**src/hdl/dispatch_pkg.sv**
```systemverilog
`default_nettype none

package dispatch_pkg;

    // datapath width
    localparam int XLEN = 32;

    // architectural register file
    localparam int REG_NUM      = 32;
    localparam int REG_ADDR_LEN = 5;

    // reorder buffer, power of two so the pointers wrap on their own
    localparam int ROB_SIZE    = 8;
    localparam int ROB_TAG_LEN = 3;

    // one station per functional unit
    localparam int RS_NUM = 4;

    // operation code handed to the unit
    localparam int FUNC_LEN = 4;

    // data, pc and immediate values
    typedef logic [XLEN-1:0] word_t;

    // architectural register index
    typedef logic [REG_ADDR_LEN-1:0] reg_addr_t;

    // rob entry index, also the rename tag
    typedef logic [ROB_TAG_LEN-1:0] rob_tag_t;

    // unit operation code
    typedef logic [FUNC_LEN-1:0] func_t;

    // unit select, doubles as the index into rs_full and rs_load
    typedef enum logic [1:0] {
        FU_ALU  = 2'd0,
        FU_MULT = 2'd1,
        FU_BTU  = 2'd2,
        FU_LSU  = 2'd3
    } fu_t;

endpackage

`default_nettype wire

```
**src/hdl/arch_regfile.sv**
```systemverilog
`default_nettype none

module arch_regfile import dispatch_pkg::*; (
    input  wire logic      clk,
    input  wire logic      reset,
    input  wire logic      we,
    input  wire reg_addr_t waddr,
    input  wire word_t     wdata,
    input  wire reg_addr_t raddr1,
    input  wire reg_addr_t raddr2,
    output word_t          rdata1,
    output word_t          rdata2
);

    word_t regs [REG_NUM];

    always_ff @(posedge clk) begin
        if (reset) begin
            for (int i = 0; i < REG_NUM; i++) begin
                regs[i] <= '0;
            end
        end else if (we && (waddr != '0)) begin
            regs[waddr] <= wdata;
        end
    end

    // no bypass, the committing value is still in the rob
    assign rdata1 = (raddr1 == '0) ? '0 : regs[raddr1];
    assign rdata2 = (raddr2 == '0) ? '0 : regs[raddr2];

endmodule

`default_nettype wire

```
**src/hdl/dispatch_core.sv**
```systemverilog
`default_nettype none

module dispatch_core import dispatch_pkg::*; (
    input  wire logic              clk,
    input  wire logic              reset,

    input  wire logic              inst_valid,
    input  wire fu_t               inst_fu,
    input  wire func_t             inst_func,
    input  wire reg_addr_t         inst_dest,
    input  wire reg_addr_t         inst_src1,
    input  wire reg_addr_t         inst_src2,
    input  wire word_t             inst_imm,
    input  wire logic              inst_imm_valid,
    input  wire word_t             inst_pc,
    input  wire logic              inst_pc_valid,
    output logic                   stall,

    input  wire logic [RS_NUM-1:0] rs_full,
    output logic [RS_NUM-1:0]      rs_load,
    output func_t                  rs_func,
    output rob_tag_t               rs_tag_dest,
    output rob_tag_t               rs_tag_src1,
    output rob_tag_t               rs_tag_src2,
    output logic                   rs_ready_src1,
    output logic                   rs_ready_src2,
    output word_t                  rs_value_src1,
    output word_t                  rs_value_src2,
    output word_t                  rs_imm,
    output word_t                  rs_pc,

    input  wire logic              cdb_valid,
    input  wire rob_tag_t          cdb_tag,
    input  wire word_t             cdb_data,

    output logic                   commit_valid,
    output rob_tag_t               commit_tag,
    output reg_addr_t              commit_reg,
    output word_t                  commit_data,
    output word_t                  commit_npc
);

    // dispatcher to rob
    logic      alloc;
    reg_addr_t alloc_reg;
    word_t     alloc_npc;
    rob_tag_t  tail_tag;
    logic      rob_full;
    rob_tag_t  rob_src1_tag;
    rob_tag_t  rob_src2_tag;
    logic      src1_done;
    logic      src2_done;
    word_t     src1_data;
    word_t     src2_data;

    // dispatcher to register file
    reg_addr_t reg_raddr1;
    reg_addr_t reg_raddr2;
    word_t     reg_rdata1;
    word_t     reg_rdata2;

    dispatcher disp0 (
        .clk            (clk),
        .reset          (reset),
        .inst_valid     (inst_valid),
        .inst_fu        (inst_fu),
        .inst_func      (inst_func),
        .inst_dest      (inst_dest),
        .inst_src1      (inst_src1),
        .inst_src2      (inst_src2),
        .inst_imm       (inst_imm),
        .inst_imm_valid (inst_imm_valid),
        .inst_pc        (inst_pc),
        .inst_pc_valid  (inst_pc_valid),
        .rs_full        (rs_full),
        .cdb_valid      (cdb_valid),
        .cdb_tag        (cdb_tag),
        .cdb_data       (cdb_data),
        .tail_tag       (tail_tag),
        .rob_full       (rob_full),
        .src1_done      (src1_done),
        .src1_data      (src1_data),
        .src2_done      (src2_done),
        .src2_data      (src2_data),
        .commit_valid   (commit_valid),
        .commit_tag     (commit_tag),
        .commit_reg     (commit_reg),
        .rob_src1_tag   (rob_src1_tag),
        .rob_src2_tag   (rob_src2_tag),
        .alloc          (alloc),
        .alloc_reg      (alloc_reg),
        .alloc_npc      (alloc_npc),
        .reg_rdata1     (reg_rdata1),
        .reg_rdata2     (reg_rdata2),
        .reg_raddr1     (reg_raddr1),
        .reg_raddr2     (reg_raddr2),
        .stall          (stall),
        .rs_load        (rs_load),
        .rs_func        (rs_func),
        .rs_tag_dest    (rs_tag_dest),
        .rs_tag_src1    (rs_tag_src1),
        .rs_tag_src2    (rs_tag_src2),
        .rs_ready_src1  (rs_ready_src1),
        .rs_ready_src2  (rs_ready_src2),
        .rs_value_src1  (rs_value_src1),
        .rs_value_src2  (rs_value_src2),
        .rs_imm         (rs_imm),
        .rs_pc          (rs_pc)
    );

    reorder_buffer rob0 (
        .clk          (clk),
        .reset        (reset),
        .alloc        (alloc),
        .alloc_reg    (alloc_reg),
        .alloc_npc    (alloc_npc),
        .tail_tag     (tail_tag),
        .rob_full     (rob_full),
        .cdb_valid    (cdb_valid),
        .cdb_tag      (cdb_tag),
        .cdb_data     (cdb_data),
        .src1_tag     (rob_src1_tag),
        .src2_tag     (rob_src2_tag),
        .src1_done    (src1_done),
        .src1_data    (src1_data),
        .src2_done    (src2_done),
        .src2_data    (src2_data),
        .commit_valid (commit_valid),
        .commit_tag   (commit_tag),
        .commit_reg   (commit_reg),
        .commit_data  (commit_data),
        .commit_npc   (commit_npc)
    );

    // x0 writes are dropped inside the register file
    arch_regfile rf0 (
        .clk    (clk),
        .reset  (reset),
        .we     (commit_valid),
        .waddr  (commit_reg),
        .wdata  (commit_data),
        .raddr1 (reg_raddr1),
        .raddr2 (reg_raddr2),
        .rdata1 (reg_rdata1),
        .rdata2 (reg_rdata2)
    );

endmodule

`default_nettype wire

```
**src/hdl/dispatcher.sv**
```systemverilog
`default_nettype none

module dispatcher import dispatch_pkg::*; (
    input  wire logic              clk,
    input  wire logic              reset,

    // decoded instruction
    input  wire logic              inst_valid,
    input  wire fu_t               inst_fu,
    input  wire func_t             inst_func,
    input  wire reg_addr_t         inst_dest,
    input  wire reg_addr_t         inst_src1,
    input  wire reg_addr_t         inst_src2,
    input  wire word_t             inst_imm,
    input  wire logic              inst_imm_valid,
    input  wire word_t             inst_pc,
    input  wire logic              inst_pc_valid,

    input  wire logic [RS_NUM-1:0] rs_full,

    input  wire logic              cdb_valid,
    input  wire rob_tag_t          cdb_tag,
    input  wire word_t             cdb_data,

    // rob side
    input  wire rob_tag_t          tail_tag,
    input  wire logic              rob_full,
    input  wire logic              src1_done,
    input  wire word_t             src1_data,
    input  wire logic              src2_done,
    input  wire word_t             src2_data,
    input  wire logic              commit_valid,
    input  wire rob_tag_t          commit_tag,
    input  wire reg_addr_t         commit_reg,
    output rob_tag_t               rob_src1_tag,
    output rob_tag_t               rob_src2_tag,
    output logic                   alloc,
    output reg_addr_t              alloc_reg,
    output word_t                  alloc_npc,

    // register file side
    input  wire word_t             reg_rdata1,
    input  wire word_t             reg_rdata2,
    output reg_addr_t              reg_raddr1,
    output reg_addr_t              reg_raddr2,

    // reservation stations
    output logic                   stall,
    output logic [RS_NUM-1:0]      rs_load,
    output func_t                  rs_func,
    output rob_tag_t               rs_tag_dest,
    output rob_tag_t               rs_tag_src1,
    output rob_tag_t               rs_tag_src2,
    output logic                   rs_ready_src1,
    output logic                   rs_ready_src2,
    output word_t                  rs_value_src1,
    output word_t                  rs_value_src2,
    output word_t                  rs_imm,
    output word_t                  rs_pc
);

    // held instruction
    logic      valid_r;
    fu_t       fu_r;
    func_t     func_r;
    reg_addr_t dest_r;
    reg_addr_t src1_r;
    reg_addr_t src2_r;
    word_t     imm_r;
    logic      imm_valid_r;
    word_t     pc_r;
    logic      pc_valid_r;

    logic      map1_busy;
    logic      map2_busy;
    rob_tag_t  map1_tag;
    rob_tag_t  map2_tag;
    logic      is_btu;

    always_ff @(posedge clk) begin
        if (reset) begin
            valid_r <= 1'b0;
        end else if (!stall) begin
            valid_r <= inst_valid;
        end
    end

    always_ff @(posedge clk) begin
        if (!stall) begin
            fu_r        <= inst_fu;
            func_r      <= inst_func;
            dest_r      <= inst_dest;
            src1_r      <= inst_src1;
            src2_r      <= inst_src2;
            imm_r       <= inst_imm;
            imm_valid_r <= inst_imm_valid;
            pc_r        <= inst_pc;
            pc_valid_r  <= inst_pc_valid;
        end
    end

    map_table mt0 (
        .clk       (clk),
        .reset     (reset),
        .set       (alloc),
        .set_reg   (dest_r),
        .set_tag   (tail_tag),
        .clear     (commit_valid),
        .clear_reg (commit_reg),
        .clear_tag (commit_tag),
        .src1      (src1_r),
        .src2      (src2_r),
        .src1_busy (map1_busy),
        .src2_busy (map2_busy),
        .src1_tag  (map1_tag),
        .src2_tag  (map2_tag)
    );

    assign is_btu = (fu_r == FU_BTU);

    // operand sources, in order of precedence
    function automatic void pick_operand(
        input  logic     sub,
        input  word_t    sub_val,
        input  logic     busy,
        input  rob_tag_t tag,
        input  word_t    reg_val,
        input  logic     rob_done,
        input  word_t    rob_val,
        input  logic     bus_valid,
        input  rob_tag_t bus_tag,
        input  word_t    bus_data,
        output logic     ready,
        output word_t    value,
        output rob_tag_t tag_out
    );
        ready   = 1'b1;
        value   = '0;
        tag_out = '0;
        if (sub) begin
            value = sub_val;
        end else if (!busy) begin
            value = reg_val;
        end else begin
            tag_out = tag;
            if (rob_done) begin
                value = rob_val;
            end else if (bus_valid && (bus_tag == tag)) begin
                // result arrives on the cdb this very cycle
                value = bus_data;
            end else begin
                ready = 1'b0;
            end
        end
    endfunction

    always_comb begin
        pick_operand(pc_valid_r && !is_btu, pc_r, map1_busy, map1_tag, reg_rdata1,
                     src1_done, src1_data, cdb_valid, cdb_tag, cdb_data,
                     rs_ready_src1, rs_value_src1, rs_tag_src1);
        pick_operand(imm_valid_r && !is_btu, imm_r, map2_busy, map2_tag, reg_rdata2,
                     src2_done, src2_data, cdb_valid, cdb_tag, cdb_data,
                     rs_ready_src2, rs_value_src2, rs_tag_src2);
    end

    assign reg_raddr1   = src1_r;
    assign reg_raddr2   = src2_r;
    assign rob_src1_tag = map1_tag;
    assign rob_src2_tag = map2_tag;

    // hold while the target station or the rob has no room
    assign stall = valid_r && (rs_full[fu_r] || rob_full);
    assign alloc = valid_r && !stall;

    always_comb begin
        rs_load = '0;
        if (alloc) begin
            rs_load[fu_r] = 1'b1;
        end
    end

    assign alloc_reg = dest_r;
    assign alloc_npc = pc_r + 32'd4;

    assign rs_func     = func_r;
    assign rs_tag_dest = tail_tag;
    assign rs_imm      = is_btu ? imm_r : '0;
    assign rs_pc       = is_btu ? pc_r : '0;

endmodule

`default_nettype wire

```
**src/hdl/map_table.sv**
```systemverilog
`default_nettype none

module map_table import dispatch_pkg::*; (
    input  wire logic      clk,
    input  wire logic      reset,

    // rename on dispatch
    input  wire logic      set,
    input  wire reg_addr_t set_reg,
    input  wire rob_tag_t  set_tag,

    // release on commit
    input  wire logic      clear,
    input  wire reg_addr_t clear_reg,
    input  wire rob_tag_t  clear_tag,

    // source lookups
    input  wire reg_addr_t src1,
    input  wire reg_addr_t src2,
    output logic           src1_busy,
    output logic           src2_busy,
    output rob_tag_t       src1_tag,
    output rob_tag_t       src2_tag
);

    logic     map_valid [REG_NUM];
    rob_tag_t map_tag   [REG_NUM];

    logic set_en;
    logic clear_en;

    // x0 is never renamed
    assign set_en = set && (set_reg != '0);

    // only drop the mapping if no younger writer took the register over
    assign clear_en = clear && (clear_reg != '0) && map_valid[clear_reg] &&
                      (map_tag[clear_reg] == clear_tag);

    always_ff @(posedge clk) begin
        if (reset) begin
            for (int i = 0; i < REG_NUM; i++) begin
                map_valid[i] <= 1'b0;
            end
        end else begin
            if (clear_en) begin
                map_valid[clear_reg] <= 1'b0;
            end
            // set comes last so it wins on the same register
            if (set_en) begin
                map_valid[set_reg] <= 1'b1;
            end
        end
    end

    always_ff @(posedge clk) begin
        if (set_en) begin
            map_tag[set_reg] <= set_tag;
        end
    end

    assign src1_busy = map_valid[src1];
    assign src2_busy = map_valid[src2];
    assign src1_tag  = map_tag[src1];
    assign src2_tag  = map_tag[src2];

endmodule

`default_nettype wire

```
**src/hdl/reorder_buffer.sv**
```systemverilog
`default_nettype none

module reorder_buffer import dispatch_pkg::*; (
    input  wire logic      clk,
    input  wire logic      reset,

    // allocation from the dispatcher
    input  wire logic      alloc,
    input  wire reg_addr_t alloc_reg,
    input  wire word_t     alloc_npc,
    output rob_tag_t       tail_tag,
    output logic           rob_full,

    // writeback
    input  wire logic      cdb_valid,
    input  wire rob_tag_t  cdb_tag,
    input  wire word_t     cdb_data,

    // operand reads
    input  wire rob_tag_t  src1_tag,
    input  wire rob_tag_t  src2_tag,
    output logic           src1_done,
    output word_t          src1_data,
    output logic           src2_done,
    output word_t          src2_data,

    // retirement
    output logic           commit_valid,
    output rob_tag_t       commit_tag,
    output reg_addr_t      commit_reg,
    output word_t          commit_data,
    output word_t          commit_npc
);

    logic      entry_busy  [ROB_SIZE];
    logic      entry_done  [ROB_SIZE];
    reg_addr_t entry_dest  [ROB_SIZE];
    word_t     entry_value [ROB_SIZE];
    word_t     entry_npc   [ROB_SIZE];

    rob_tag_t               head;
    rob_tag_t               tail;
    logic [ROB_TAG_LEN:0]   count;

    // head retires as soon as its result is in
    assign commit_valid = entry_busy[head] && entry_done[head];
    assign commit_tag   = head;
    assign commit_reg   = entry_dest[head];
    assign commit_data  = entry_value[head];
    assign commit_npc   = entry_npc[head];

    assign tail_tag = tail;

    // count only, a retiring head does not free a slot this cycle
    assign rob_full = (count == (ROB_TAG_LEN + 1)'(ROB_SIZE));

    assign src1_done = entry_busy[src1_tag] && entry_done[src1_tag];
    assign src1_data = entry_value[src1_tag];
    assign src2_done = entry_busy[src2_tag] && entry_done[src2_tag];
    assign src2_data = entry_value[src2_tag];

    always_ff @(posedge clk) begin
        if (reset) begin
            head  <= '0;
            tail  <= '0;
            count <= '0;
            for (int i = 0; i < ROB_SIZE; i++) begin
                entry_busy[i] <= 1'b0;
                entry_done[i] <= 1'b0;
            end
        end else begin
            if (commit_valid) begin
                entry_busy[head] <= 1'b0;
                entry_done[head] <= 1'b0;
                head             <= head + 1'b1;
            end
            if (alloc) begin
                entry_busy[tail] <= 1'b1;
                entry_done[tail] <= 1'b0;
                tail             <= tail + 1'b1;
            end
            // only outstanding entries get broadcast
            if (cdb_valid) begin
                entry_done[cdb_tag] <= 1'b1;
            end
            case ({alloc, commit_valid})
                2'b10:   count <= count + 1'b1;
                2'b01:   count <= count - 1'b1;
                default: count <= count;
            endcase
        end
    end

    always_ff @(posedge clk) begin
        if (alloc) begin
            entry_dest[tail] <= alloc_reg;
            entry_npc[tail]  <= alloc_npc;
        end
        if (cdb_valid) begin
            entry_value[cdb_tag] <= cdb_data;
        end
    end

endmodule

`default_nettype wire

```
**config.mk**
```make
export PLATFORM = sky130hd
export DESIGN_NAME = dispatch_core
export DESIGN_NICKNAME = d
export VERILOG_FILES = /design/src/hdl/dispatch_pkg.sv /design/src/hdl/arch_regfile.sv /design/src/hdl/dispatch_core.sv /design/src/hdl/dispatcher.sv /design/src/hdl/map_table.sv /design/src/hdl/reorder_buffer.sv
export SDC_FILE = /design/constraint.sdc
export NUM_CORES = 2
export LEC_CHECK = 0
export BUFFER_PORTS_ARGS = -buffer_cell sky130_fd_sc_hd__buf_2
export CAP_MARGIN = 20
export CORE_MARGIN = 10
export CORE_UTILIZATION = 46
export DETAILED_ROUTE_END_ITERATION = 16
export SETUP_SLACK_MARGIN = 0.15
export SLEW_MARGIN = 20
export SYNTH_ARGS = -nofsm -noshare
export SYNTH_HDL_FRONTEND = slang
export SYNTH_SLANG_ARGS = --single-unit
export TNS_END_PERCENT = 1
```
**constraint.sdc**
```tcl
create_clock -name clk -period 5.2 [get_ports clk]
set_input_delay 1.04 -clock clk [delete_from_list [all_inputs] [get_ports clk]]
set_output_delay 1.04 -clock clk [all_outputs]
set_load 0.005 [all_outputs]
```
==> metrics.yaml <==
vdd_drop_max_mv: 0.428
skew_ns: 0.0374
clock_path_buffers: 3
htreeDepth: 4
dp_hpwl_um: 204000
rsz0062_at_grt: "yes"
ant_nets: 0
setup_slack_ns: -0.443
timing.hold.ws_ns: 0.345
worstMarginPinSlew_ns: 1.20
ys_async_sr_fraction_pct: 0
final-setup-viol-count: 64
arrival_ns: 4.60
maxCapViolCount: 0
min_period_over_period_pct: 109
drt-wirelength-per-cell_um: 34.0
antenna_found_initial: 29
firstDrtPassIters: 7
ys_types: 67
place.gp.congestion: 0.982
initial_core_util_pct: 46.3
yosys_warnings: 0
critical_path_class: "reg2out"
core-area_um2: 198000
cts_made_buffers: 196
grt_pass1_wl_um: 457000
slew_headroom_pct: 19.9
routed_via_density: 6.55
drc: 0
synth_common_cells: "edfxtp_1, nor2_1, mux4_2"
power_leakage_uw: 0.0373
yosys.area.top_type: "edfxtp_1"
synth.most_common_cell: "edfxtp_1"
worstSkewPairLatency_ns: 0.88
grt_max_degree: 98
cts_tree: "built"
nNetsFinal: 6939
track_usage_pct: 29.2
cp-end-kind: "primary output"
grt_pass1_vias: 60900
cts_sinks: 1831
finalInstanceArea_um2: 105000
post-route-min-period_ns: 5.64
drv_slew: 0
cp-start-kind: "flip-flop"
synth_enable_flop_cells: 1759
ys.flop_type: "edfxtp_1"
hp-class: "in2reg"
clockRootBuffer: "clkbuf_16"
dp_cells: 9206
synth_seq_cells: 1831
synthCells: 6446
die_area_um2: 217000
registers.top_by_ff_count: "rf0.regs"
io_pins: 351
drive_above_1_share_pct: 30.5
powerDensity_nw_per_um2: 350
worst_ep_required_time_ns: 4.16
die-width_um: 466
synth_top_area_share_pct: 57.7
fin_cells: 9610
rows: 163
avgSynthCellArea_um2: 14.2
hold_viol_final: 0
violations: "negative setup slack"
reg_top3: "rf0.regs: 1024 flops, rob0.entry_npc: 256 flops, rob0.entry_value: 256 flops"
power_uw: 36900
status: "complete, but fails checks"
critPathMaxFanout: 31
gr-total-overflow: 0
dr_total_vias: 62900
syn_to_final_growth_pct: 15.1
wirelength_um: 326000
synthTopCellsByArea: "edfxtp_1, mux4_2, nor2_1"
cts.clk_slew.worst_paths_ns: 0.06
ys_seq_area_share_pct: 59.2
die_h_um: 466
drt_iter0_drc: 9191
dpl_cell_area_um2: 98300
port_buffers: 350
synth_area_um2: 91600
fmax_mhz: 177
largest_register_ffs: 1024
-- worst max-delay path, stage by stage (launching register included) --
cell     delay, ns
dfxtp_4       0.44
buf_12        0.15
mux4_2        0.51
mux4_2        0.53
mux2i_4       0.26
mux4_2        0.59
and2_4        0.20
buf_12        0.17
a22oi_2       0.30
nor2_2        0.08
nor2_2        0.20
buf_4         0.16
buf_6         0.09
-- per-stage QoR --
stage	util [%]	setup WS [ns]	setup TNS [ns]
3_3_place_gp	49.7	0.116	0
6_report	53.4	-0.443	-18.16
2_1_floorplan	-	0.368	0
4_1_cts	53.2	-0.444	-20.32
3_5_place_dp	49.7	0.0726	0
5_1_grt	53.4	-0.494	-25.71
-- area by class of cell --
type | count | area (um2)
tap | 2640 | 3300
fill | 16100 | 92200
inverter | 58 | 223
clock buffer | 250 | 5140
sequential | 1831 | 54300
multi-input combinational | 4018 | 36000
timing repair buffer | 697 | 5560
clock inverter | 107 | 863
antenna | 9 | 22.5
-- routing by layer --
layer	GRT usage [%]	routed length [um]	vias to the layer above
met4	11.3	14300	26
met3	8.86	43000	781
li1	-	-	25400
met5	0	155	-
met1	38.8	119000	32300
met2	45.3	150000	4386
-- cells by family (layout without fill, tap and decap cells) --
family,count (synthesis),count (layout),share of synthesized area (%)
AO/OA/AOI/OAI,283,283,2.19
XOR/XNOR,42,42,0.402
adder cells (fa/ha/maj),7,7,0.104
buffers and inverters,634,1112,2.83
flip-flops,1831,1831,59.2
multiplexers,1072,1073,23.5
other,1,44,0.00409
AND/OR/NAND/NOR,2576,2578,11.7
-- final timing paths --
check	start	slack, ns	to	cells past startpoint
worst min-delay path	inst_imm[21]	0.35	disp0.imm_r[21]	1
worst max-delay path	flip-flop	-0.44	rs_value_src2[8]	12
worst min register to register	rob0.entry_busy[7]	0.46	rob0.entry_busy[7]	2
worst max register to register	flip-flop	0.50	disp0.mt0.map_valid[25]	11
-- power by group --
group,switching (uW),total [uW],internal [uW]
combinational,3910,6500,2590
sequential,371,17000,16700
clock,6000,13400,7390
total,10300,36900,26600
-- layout by cell type, fill, tap and decap left out, types with 17 or more instances in the layout --
cell type and n:
buf_4 256, clkbuf_1 51, buf_2 344, nand2_1 625
a22oi_1 32, mux2i_1 118, a31oi_1 20, nor2_2 42
clkbuf_16 199, mux4_2 858, o22ai_1 65, clkinv_1 41
mux2i_4 38, clkinv_2 38, a21oi_1 23, mux2_2 45
buf_12 55, inv_1 44, a22oi_2 34, conb_1 35
nand3_1 359, and2_1 65, xnor2_1 31, dfxtp_1 59
nor2_1 1257, o41a_1 21, nand2_2 66, buf_6 19
o21ai_0 24, nand4_1 70, a221oi_1 17, edfxtp_1 1759
-- repair_timing --
| item | in CTS | in global routing |
|---|---|---|
| setup buffers | 17 | 8 |
| pin swaps | 22 | 24 |
| hold endpoints to repair | 0 | 0 |
| setup endpoints to repair | 69 | 84 |
| gates resized for setup | 115 | 30 |
| hold buffers | 0 | 0 |
| cloned | 10 | 3 |
Note: power is estimated with default switching activity, not from simulation.
